<file path="src/gpu_core_defs.svh">
// GPU core width macros
`ifndef GPU_CORE_DEFS_SVH
`define GPU_CORE_DEFS_SVH

// Datapath
`define GPU_WORD_W    8       // Data and register width
`define GPU_ADDR_W    8       // Program and data address width

// Instruction word
`define GPU_INSTR_W   16
`define GPU_OPCODE_W  4

// Register file
`define GPU_NUM_REGS  16
`define GPU_REG_SEL_W 4       // Register address bits

// Condition flags and branch mask
`define GPU_NZP_W     3

`endif

</file>
<file path="src/gpu_core_pkg.sv">
// GPU core shared types
`default_nettype none

`include "gpu_core_defs.svh"

package gpu_core_pkg;

    typedef enum logic [`GPU_OPCODE_W-1:0] {
        OP_NOP   = 4'd0,
        OP_BRNZP = 4'd1,
        OP_CMP   = 4'd2,
        OP_ADD   = 4'd3,
        OP_SUB   = 4'd4,
        OP_MUL   = 4'd5,
        OP_DIV   = 4'd6,
        OP_LDR   = 4'd7,
        OP_STR   = 4'd8,
        OP_CONST = 4'd9,
        OP_RET   = 4'd15
    } opcode_t;

    typedef enum logic [2:0] {
        ST_IDLE, ST_FETCH, ST_DECODE, ST_REQUEST, ST_WAIT, ST_EXECUTE, ST_UPDATE, ST_DONE
    } core_state_t;

    // Register write source
    typedef enum logic [1:0] {
        SRC_ALU = 2'd0,
        SRC_MEM = 2'd1,
        SRC_IMM = 2'd2
    } reg_src_t;

    typedef enum logic [1:0] {
        ALU_ADD = 2'd0,
        ALU_SUB = 2'd1,
        ALU_MUL = 2'd2,
        ALU_DIV = 2'd3
    } alu_op_t;

    typedef struct packed {
        opcode_t                   opcode;
        logic [`GPU_REG_SEL_W-1:0] rd;
        logic [`GPU_REG_SEL_W-1:0] rs;
        logic [`GPU_REG_SEL_W-1:0] rt;
    } instr_reg_t;

    typedef struct packed {
        opcode_t                   opcode;
        logic [`GPU_REG_SEL_W-1:0] rd;
        logic [`GPU_WORD_W-1:0]    imm;
    } instr_imm_t;

    typedef struct packed {
        opcode_t                opcode;
        logic [`GPU_NZP_W-1:0]  nzp;     // Branch condition mask
        logic                   spare;
        logic [`GPU_ADDR_W-1:0] target;
    } instr_br_t;

    // Same 16 bits, three field layouts
    typedef union packed {
        instr_reg_t reg_fmt;
        instr_imm_t imm_fmt;
        instr_br_t  br_fmt;
    } instr_t;

    typedef struct packed {
        logic [`GPU_REG_SEL_W-1:0] rd;
        logic [`GPU_REG_SEL_W-1:0] rs;
        logic [`GPU_REG_SEL_W-1:0] rt;
        logic [`GPU_NZP_W-1:0]     nzp;
        logic [`GPU_WORD_W-1:0]    imm;     // CONST value or branch target
        logic                      reg_write_en;
        logic                      mem_read_en;
        logic                      mem_write_en;
        logic                      nzp_write_en;
        reg_src_t                  reg_input_sel;
        alu_op_t                   alu_arith_sel;
        logic                      alu_cmp_sel;
        logic                      pc_branch;
        logic                      ret;
    } decoded_ctrl_t;

    typedef struct packed {
        logic                   write;
        logic [`GPU_ADDR_W-1:0] addr;
        logic [`GPU_WORD_W-1:0] wdata;
    } mem_req_t;

endpackage

`default_nettype wire

</file>
<file path="src/decoder.sv">
// Instruction decoder
`default_nettype none
`timescale 1ns/1ps

`include "gpu_core_defs.svh"

module decoder (
    input  logic                        clk,
    input  logic                        reset,
    input  gpu_core_pkg::core_state_t   core_state,
    input  gpu_core_pkg::instr_t        instruction,
    output gpu_core_pkg::decoded_ctrl_t ctrl
);
    import gpu_core_pkg::*;

    decoded_ctrl_t next_ctrl;

    always_comb begin
        next_ctrl = '0;     // All control bits off by default

        // Operand fields come from whichever view holds them
        next_ctrl.rd  = instruction.reg_fmt.rd;
        next_ctrl.rs  = instruction.reg_fmt.rs;
        next_ctrl.rt  = instruction.reg_fmt.rt;
        next_ctrl.imm = instruction.imm_fmt.imm;
        next_ctrl.nzp = instruction.br_fmt.nzp;

        case (instruction.reg_fmt.opcode)
            OP_BRNZP: begin
                next_ctrl.pc_branch = 1'b1;
            end
            OP_CMP: begin
                next_ctrl.alu_cmp_sel  = 1'b1;
                next_ctrl.nzp_write_en = 1'b1;
            end
            OP_ADD: begin
                next_ctrl.reg_write_en  = 1'b1;
                next_ctrl.reg_input_sel = SRC_ALU;
                next_ctrl.alu_arith_sel = ALU_ADD;
            end
            OP_SUB: begin
                next_ctrl.reg_write_en  = 1'b1;
                next_ctrl.reg_input_sel = SRC_ALU;
                next_ctrl.alu_arith_sel = ALU_SUB;
            end
            OP_MUL: begin
                next_ctrl.reg_write_en  = 1'b1;
                next_ctrl.reg_input_sel = SRC_ALU;
                next_ctrl.alu_arith_sel = ALU_MUL;
            end
            OP_DIV: begin
                next_ctrl.reg_write_en  = 1'b1;
                next_ctrl.reg_input_sel = SRC_ALU;
                next_ctrl.alu_arith_sel = ALU_DIV;
            end
            OP_LDR: begin
                next_ctrl.reg_write_en  = 1'b1;
                next_ctrl.reg_input_sel = SRC_MEM;
                next_ctrl.mem_read_en   = 1'b1;
            end
            OP_STR: begin
                next_ctrl.mem_write_en = 1'b1;
            end
            OP_CONST: begin
                next_ctrl.reg_write_en  = 1'b1;
                next_ctrl.reg_input_sel = SRC_IMM;
            end
            OP_RET: begin
                next_ctrl.ret = 1'b1;
            end
            default: begin
                // NOP and unassigned opcodes
            end
        endcase
    end

    // Latch once per instruction, hold through the remaining states
    always_ff @(posedge clk) begin
        if (reset) begin
            ctrl <= '0;
        end else if (core_state == ST_DECODE) begin
            ctrl <= next_ctrl;
        end
    end

endmodule

`default_nettype wire

</file>
<file path="src/core_scheduler.sv">
// Core state sequencer
`default_nettype none
`timescale 1ns/1ps

`include "gpu_core_defs.svh"

module core_scheduler (
    input  logic                      clk,
    input  logic                      reset,
    input  logic                      start,
    output gpu_core_pkg::core_state_t core_state,
    output logic                      prog_req_valid,
    input  logic                      prog_req_ready,
    output logic [`GPU_ADDR_W-1:0]    prog_req_addr,
    input  logic                      prog_rsp_valid,
    input  logic [`GPU_INSTR_W-1:0]   prog_rsp_data,
    input  logic [`GPU_ADDR_W-1:0]    pc,
    input  logic                      lsu_done,
    input  logic                      ret,
    output gpu_core_pkg::instr_t      instruction,
    output logic                      done
);
    import gpu_core_pkg::*;

    logic fetch_rsp;

    assign prog_req_addr = pc;    // PC only moves at the end of UPDATE

    // Response accepted once the request has gone out
    assign fetch_rsp = (core_state == ST_FETCH) && !prog_req_valid && prog_rsp_valid;

    always_ff @(posedge clk) begin
        if (reset) begin
            core_state     <= ST_IDLE;
            prog_req_valid <= 1'b0;
            done           <= 1'b0;
        end else begin
            case (core_state)
                ST_IDLE: begin
                    if (start) begin
                        core_state     <= ST_FETCH;
                        prog_req_valid <= 1'b1;
                    end
                end
                ST_FETCH: begin
                    if (prog_req_valid && prog_req_ready) begin
                        prog_req_valid <= 1'b0;
                    end else if (fetch_rsp) begin
                        core_state <= ST_DECODE;
                    end
                end
                ST_DECODE:  core_state <= ST_REQUEST;
                ST_REQUEST: core_state <= ST_WAIT;
                ST_WAIT: begin
                    if (lsu_done) core_state <= ST_EXECUTE;    // Stalls on memory
                end
                ST_EXECUTE: core_state <= ST_UPDATE;
                ST_UPDATE: begin
                    if (ret) begin
                        core_state <= ST_DONE;
                        done       <= 1'b1;
                    end else begin
                        core_state     <= ST_FETCH;
                        prog_req_valid <= 1'b1;
                    end
                end
                default: begin
                    // DONE holds until reset
                end
            endcase
        end
    end

    // Instruction register
    always_ff @(posedge clk) begin
        if (fetch_rsp) instruction <= prog_rsp_data;
    end

endmodule

`default_nettype wire

</file>
<file path="src/program_counter.sv">
// Program counter and NZP flags
`default_nettype none
`timescale 1ns/1ps

`include "gpu_core_defs.svh"

module program_counter (
    input  logic                        clk,
    input  logic                        reset,
    input  gpu_core_pkg::core_state_t   core_state,
    input  gpu_core_pkg::decoded_ctrl_t ctrl,
    input  logic [`GPU_WORD_W-1:0]      alu_out,
    output logic [`GPU_ADDR_W-1:0]      pc
);
    import gpu_core_pkg::*;

    logic [`GPU_NZP_W-1:0] nzp;
    logic                  branch_taken;

    // Flags as left by the last CMP
    assign branch_taken = ctrl.pc_branch && |(nzp & ctrl.nzp);

    always_ff @(posedge clk) begin
        if (reset) begin
            pc  <= '0;
            nzp <= '0;
        end else if (core_state == ST_IDLE) begin
            pc  <= '0;     // Start always runs from address 0
            nzp <= '0;
        end else if (core_state == ST_UPDATE) begin
            pc <= branch_taken ? ctrl.imm : pc + 1'b1;
            if (ctrl.nzp_write_en) nzp <= alu_out[`GPU_NZP_W-1:0];
        end
    end

endmodule

`default_nettype wire

</file>
<file path="src/register_file.sv">
// Core register file
`default_nettype none
`timescale 1ns/1ps

`include "gpu_core_defs.svh"

module register_file (
    input  logic                        clk,
    input  logic                        reset,
    input  gpu_core_pkg::core_state_t   core_state,
    input  gpu_core_pkg::decoded_ctrl_t ctrl,
    input  logic [`GPU_WORD_W-1:0]      alu_out,
    input  logic [`GPU_WORD_W-1:0]      lsu_data,
    output logic [`GPU_WORD_W-1:0]      rs_value,
    output logic [`GPU_WORD_W-1:0]      rt_value
);
    import gpu_core_pkg::*;

    logic [`GPU_WORD_W-1:0] regs [`GPU_NUM_REGS];
    logic [`GPU_WORD_W-1:0] wr_data;

    assign rs_value = regs[ctrl.rs];
    assign rt_value = regs[ctrl.rt];

    always_comb begin
        case (ctrl.reg_input_sel)
            SRC_MEM: wr_data = lsu_data;
            SRC_IMM: wr_data = ctrl.imm;
            default: wr_data = alu_out;
        endcase
    end

    always_ff @(posedge clk) begin
        if (reset) begin
            for (int i = 0; i < `GPU_NUM_REGS; i++) regs[i] <= '0;
        end else if (core_state == ST_UPDATE && ctrl.reg_write_en) begin
            regs[ctrl.rd] <= wr_data;
        end
    end

endmodule

`default_nettype wire

</file>
<file path="src/alu.sv">
// Arithmetic and compare unit
`default_nettype none
`timescale 1ns/1ps

`include "gpu_core_defs.svh"

module alu (
    input  logic                        clk,
    input  logic                        reset,
    input  gpu_core_pkg::core_state_t   core_state,
    input  gpu_core_pkg::decoded_ctrl_t ctrl,
    input  logic [`GPU_WORD_W-1:0]      rs_value,
    input  logic [`GPU_WORD_W-1:0]      rt_value,
    output logic [`GPU_WORD_W-1:0]      alu_out
);
    import gpu_core_pkg::*;

    logic [`GPU_NZP_W-1:0] cmp_flags;

    // Unsigned compare, laid out as NZP bits
    assign cmp_flags = {rs_value > rt_value, rs_value == rt_value, rs_value < rt_value};

    always_ff @(posedge clk) begin
        if (reset) begin
            alu_out <= '0;
        end else if (core_state == ST_EXECUTE) begin
            if (ctrl.alu_cmp_sel) begin
                alu_out <= {{(`GPU_WORD_W - `GPU_NZP_W){1'b0}}, cmp_flags};
            end else begin
                case (ctrl.alu_arith_sel)
                    ALU_ADD: alu_out <= rs_value + rt_value;
                    ALU_SUB: alu_out <= rs_value - rt_value;
                    ALU_MUL: alu_out <= rs_value * rt_value;    // Low byte kept
                    default: alu_out <= (rt_value == '0) ? '0 : rs_value / rt_value;
                endcase
            end
        end
    end

endmodule

`default_nettype wire

</file>
<file path="src/lsu.sv">
// Load/store unit
`default_nettype none
`timescale 1ns/1ps

`include "gpu_core_defs.svh"

module lsu (
    input  logic                        clk,
    input  logic                        reset,
    input  gpu_core_pkg::core_state_t   core_state,
    input  gpu_core_pkg::decoded_ctrl_t ctrl,
    input  logic [`GPU_WORD_W-1:0]      rs_value,
    input  logic [`GPU_WORD_W-1:0]      rt_value,
    output logic                        mem_req_valid,
    input  logic                        mem_req_ready,
    output gpu_core_pkg::mem_req_t      mem_req,
    input  logic                        mem_rsp_valid,
    input  logic [`GPU_WORD_W-1:0]      mem_rsp_data,
    output logic [`GPU_WORD_W-1:0]      lsu_data,
    output logic                        lsu_done
);
    import gpu_core_pkg::*;

    logic mem_op;
    logic req_fire;

    assign mem_op   = ctrl.mem_read_en || ctrl.mem_write_en;
    assign req_fire = mem_req_valid && mem_req_ready;

    always_ff @(posedge clk) begin
        if (reset) begin
            mem_req_valid <= 1'b0;
        end else if (core_state == ST_REQUEST && mem_op) begin
            mem_req_valid <= 1'b1;
        end else if (req_fire) begin
            mem_req_valid <= 1'b0;
        end
    end

    // Payload frozen from REQUEST until the handshake
    always_ff @(posedge clk) begin
        if (core_state == ST_REQUEST) begin
            mem_req.write <= ctrl.mem_write_en;
            mem_req.addr  <= rs_value;
            mem_req.wdata <= rt_value;
        end
        if (core_state == ST_WAIT && ctrl.mem_read_en && mem_rsp_valid) begin
            lsu_data <= mem_rsp_data;
        end
    end

    always_comb begin
        lsu_done = 1'b0;
        if (core_state == ST_WAIT) begin
            if (!mem_op) lsu_done = 1'b1;    // Nothing to wait for
            else if (ctrl.mem_write_en) lsu_done = req_fire;
            else lsu_done = mem_rsp_valid;
        end
    end

endmodule

`default_nettype wire

</file>
<file path="src/gpu_core.sv">
// Single-thread GPU compute core
`default_nettype none
`timescale 1ns/1ps

`include "gpu_core_defs.svh"

module gpu_core (
    input  logic                    clk,
    input  logic                    reset,
    input  logic                    start,
    output logic                    done,
    // Program memory
    output logic                    prog_req_valid,
    input  logic                    prog_req_ready,
    output logic [`GPU_ADDR_W-1:0]  prog_req_addr,
    input  logic                    prog_rsp_valid,
    input  logic [`GPU_INSTR_W-1:0] prog_rsp_data,
    // Data memory
    output logic                    mem_req_valid,
    input  logic                    mem_req_ready,
    output gpu_core_pkg::mem_req_t  mem_req,
    input  logic                    mem_rsp_valid,
    input  logic [`GPU_WORD_W-1:0]  mem_rsp_data
);
    import gpu_core_pkg::*;

    core_state_t            core_state;
    instr_t                 instruction;
    decoded_ctrl_t          ctrl;
    logic [`GPU_ADDR_W-1:0] pc;
    logic [`GPU_WORD_W-1:0] rs_value;
    logic [`GPU_WORD_W-1:0] rt_value;
    logic [`GPU_WORD_W-1:0] alu_out;
    logic [`GPU_WORD_W-1:0] lsu_data;
    logic                   lsu_done;

    core_scheduler scheduler_inst (
        .clk            (clk),
        .reset          (reset),
        .start          (start),
        .core_state     (core_state),
        .prog_req_valid (prog_req_valid),
        .prog_req_ready (prog_req_ready),
        .prog_req_addr  (prog_req_addr),
        .prog_rsp_valid (prog_rsp_valid),
        .prog_rsp_data  (prog_rsp_data),
        .pc             (pc),
        .lsu_done       (lsu_done),
        .ret            (ctrl.ret),
        .instruction    (instruction),
        .done           (done)
    );

    decoder decoder_inst (
        .clk         (clk),
        .reset       (reset),
        .core_state  (core_state),
        .instruction (instruction),
        .ctrl        (ctrl)
    );

    program_counter pc_inst (
        .clk        (clk),
        .reset      (reset),
        .core_state (core_state),
        .ctrl       (ctrl),
        .alu_out    (alu_out),
        .pc         (pc)
    );

    register_file regfile_inst (
        .clk        (clk),
        .reset      (reset),
        .core_state (core_state),
        .ctrl       (ctrl),
        .alu_out    (alu_out),
        .lsu_data   (lsu_data),
        .rs_value   (rs_value),
        .rt_value   (rt_value)
    );

    alu alu_inst (
        .clk        (clk),
        .reset      (reset),
        .core_state (core_state),
        .ctrl       (ctrl),
        .rs_value   (rs_value),
        .rt_value   (rt_value),
        .alu_out    (alu_out)
    );

    lsu lsu_inst (
        .clk           (clk),
        .reset         (reset),
        .core_state    (core_state),
        .ctrl          (ctrl),
        .rs_value      (rs_value),
        .rt_value      (rt_value),
        .mem_req_valid (mem_req_valid),
        .mem_req_ready (mem_req_ready),
        .mem_req       (mem_req),
        .mem_rsp_valid (mem_rsp_valid),
        .mem_rsp_data  (mem_rsp_data),
        .lsu_data      (lsu_data),
        .lsu_done      (lsu_done)
    );

endmodule

`default_nettype wire

</file>
<file path="config.mk">
export PLATFORM = sky130hd
export DESIGN_NAME = gpu_core
export DESIGN_NICKNAME = d
export VERILOG_FILES = /design/src/gpu_core_pkg.sv /design/src/decoder.sv /design/src/core_scheduler.sv /design/src/program_counter.sv /design/src/register_file.sv /design/src/alu.sv /design/src/lsu.sv /design/src/gpu_core.sv
export VERILOG_INCLUDE_DIRS = /design/src
export SDC_FILE = /design/constraint.sdc
export NUM_CORES = 1
export LEC_CHECK = 0
export BUFFER_PORTS_ARGS = -buffer_cell sky130_fd_sc_hd__buf_2
export CAP_MARGIN = 20
export CORE_MARGIN = 1
export CORE_UTILIZATION = 62
export DETAILED_ROUTE_END_ITERATION = 10
export HOLD_SLACK_MARGIN = 0.06
export PLACE_DENSITY_LB_ADDON = 0.1
export REMOVE_ABC_BUFFERS = 1
export SLEW_MARGIN = 30
export SYNTH_ARGS = -nofsm -noshare
export SYNTH_HDL_FRONTEND = slang
export SYNTH_HIERARCHICAL = 1
export SYNTH_SLANG_ARGS = --single-unit
</file>
<file path="constraint.sdc">
create_clock -name clk -period 20.5 [get_ports clk]
set_clock_uncertainty 0.05 [all_clocks]
set_input_delay 4.1 -clock clk [delete_from_list [all_inputs] [get_ports clk]]
set_output_delay 4.1 -clock clk [all_outputs]
set_load 0.01 [all_outputs]
</file>
==> reports/qor.csv <==
metric;value;unit
floorplan.initialDensity;64.2;%
drive_gt1_share;27.4;%
dr.pass1.iters;5;
yosysWarnings;6;
setup_viol;0;
hold_violations;0;
track_usage;29.1;%
wl_per_cell;22.4;microns
cts_sinks;215;
final_max_slew_viol_count;0;
rows;54;
finalNetCount;1320;
finalCritPeriodShare;66.6;%
grt_use_met1;41.7;%
die_h;153;microns
synthTopCellsByArea;edfxtp_1 (36%), mux4_2 (10%), nor3_2 (7.3%);
cts_root_buffer;clkbuf_16;
ys_ff_latch;215;
synth_most_common_cell;edfxtp_1;
grt_pass1_wl;53100;microns
cp.arrival;14.01;ns
p_per_area;85.0;nW/um^2
cp-end-kind;register;
rsz0062_at_grt;false;
fp.dieArea;23500;sq um
cts_hold_buf;0;
antenna_found_initial;0;
fmax;0.0732;GHz
n_antenna_cell;0;
slowest_delay;0.59;ns
insertion_delay;0.52;ns
synth_edf_count;169;
clock_path_buffers;3;
drv_cap;0;
dpl.hpwl;22500;microns
stdcell_area;15100;sq um
cpMostUsedCell;o21a_1;
cts_tree;yes;
via_per_inst;6.62;
pre_cts_slack;6.96;ns
async_flop_share;0;%
syn_avg_cell_area;11.8;sq um
yosysTopAreaCellShare;35.8;%
critPathKind;reg -> reg;
yosysSeqAreaShare;42.3;%
grt_pass1_vias;9701;
synthesis.area;14200;sq um
wl;33600;microns
netlist_instances;1205;
hold_class;reg -> reg;
slew_headroom;30.3;%
p_leak;5.17;nW
cp.required;20.85;ns
tightest_slew;1.04;ns
synth_cell_types;82;
core_area;22100;sq um
synth_commonest_cells;edfxtp_1 (169), nor3_2 (104), nand2_1 (96);
tns;0;ns
place_area;14400;sq um
vias;9923;
busiest_layer;met2;
crit_path_top_delay_cell;mux4_2;
fin_crit;13.66;ns
use_met3;3.97;%
ir_worst_vdd;0.0671;mV
route.detailed.drc;0;
gp_congestion;0.895;
ioPinCount;59;
cts_buffers;23;
portBuffers;58;
grt_overflow;0;
met2_usage;46.7;%
clkTransAtPathRegs;0.06;ns
dieWidth;153;microns
area_delta_synth_final;6.26;%
ant_nets;0;
yosysTopAreaCell;edfxtp_1;
drt_iter0_drc;929;
setup.worst_path.start_class;register;
status;finished clean;
htreeDepth;1;
postCtsSetupRepairBufs;0;
ys.flop_type;edfxtp_1;
final.setup.worst_slack;6.84;ns
grt_max_degree;52;
cp_max_fo;29;
postCtsResizedCells;0;
-- critical path, delay by kind of cell, from the launching register on --
| kind | cells | cell delay (ns) |
|---|---|---|
| compound gates | 28 | 6.62 |
| fa+ha+maj | 8 | 2.39 |
| buf+inv | 2 | 0.96 |
| flops | 1 | 0.45 |
| mux | 4 | 1.40 |
| simple gates | 11 | 1.65 |
-- sequential cells by signal (all words and copies together) (netlist names) --
| register | count |
|---|---|
| lsu_inst/mem_req_valid | 1 |
| alu_inst/alu_out | 8 |
| lsu_inst/lsu_data | 8 |
| scheduler_inst/done | 1 |
| scheduler_inst/core_state | 3 |
| regfile_inst/regs | 128 |
| scheduler_inst/instruction | 16 |
| pc_inst/nzp | 3 |
| pc_inst/pc | 8 |
| lsu_inst/mem_req | 17 |
| decoder_inst/ctrl | 21 |
| scheduler_inst/prog_req_valid | 1 |
-- metal layers --
layer,routed length [microns],part of all wire [%]
met4,714,2.1
met3,3130,9.3
met2,15600,46
met5,0,0
met1,14200,42
-- path summary, 6_finish.rpt --
| kind | startpoint | endpoint | slack [ns] | depth (start not counted) |
|---|---|---|---|---|
| worst max register to register | decoder_inst/ctrl[22] | alu_inst/alu_out[0] | 6.84 | 53 |
| worst min-delay path | pc_inst/nzp[2] | pc_inst/nzp[2] | 0.42 | 2 |
| worst min register to register | pc_inst/nzp[2] | pc_inst/nzp[2] | 0.42 | 2 |
| worst max-delay path | decoder_inst/ctrl[22] | alu_inst/alu_out[0] | 6.84 | 53 |
-- layout by cell type (no fill, tap or decap), types with 6 or more instances in the layout --
cell	instances
mux2i_1	8
fa_1	14
mux4_2	64
nor3_1	42
o21bai_1	10
a21o_1	12
or2_2	6
a22oi_1	32
inv_1	54
ha_1	73
nor3_2	104
a221o_1	8
a21oi_1	48
edfxtp_1	169
o21bai_2	8
nand2b_1	11
xor2_1	8
xnor2_1	24
a211oi_1	7
and2_1	7
dfxtp_1	44
mux2_2	7
clkinv_2	6
o21ai_0	29
o21ai_4	6
nor2b_1	15
o21a_1	13
nand4_1	7
clkbuf_16	23
buf_2	58
nor2_1	55
buf_4	17
nand3_1	17
nand2_1	96
a31oi_1	9
-- kinds of logic (layout without fill, tap and decap cells) --
kind of cell	count (synthesis)	after routing	share of synthesized area (%)
adders and majority gates	87	87	8.42
xor gates and xnor gates	32	32	1.98
muxes	83	83	11.7
AOI/OAI and AO/OA	230	230	11.3
DFF	215	215	42.3
and+or+nand+nor	400	400	18.1
buffers and inverters	158	172	6.15
-- final cells by class --
cell class / count / area, sq um
Clock buffer: 29 / 608
Sequential cell: 215 / 6000
Timing Repair Buffer: 75 / 418
Fill cell: 1650 / 7020
Multi-Input combinational cell: 832 / 7420
Clock inverter: 13 / 73.8
Inverter: 55 / 206
Tap cell: 280 / 350
-- power by group --
part	switching [W]	total (W)	leakage, nW	internal, W
sequential	0.0000105	0.000494	2.07	0.000484
clock	0.000170	0.000381	0.334	0.000211
combinational	0.000229	0.000406	2.77	0.000176
total	0.000410	0.00128	5.17	0.000871
-- stage by stage --
stage          power, W  hold slack (ns)  std cells  utilization [%]
2_1_floorplan  0.000810            0.384       1102                -
3_3_place_gp   0.000897            0.396       1457             64.7
3_5_place_dp   0.000904            0.401       1457             65.0
4_1_cts         0.00128            0.410       1499             68.1
5_1_grt         0.00135            0.434       1499             68.2
6_report        0.00128            0.415       1499             68.2
Note: power is estimated with default switching activity, not from simulation.
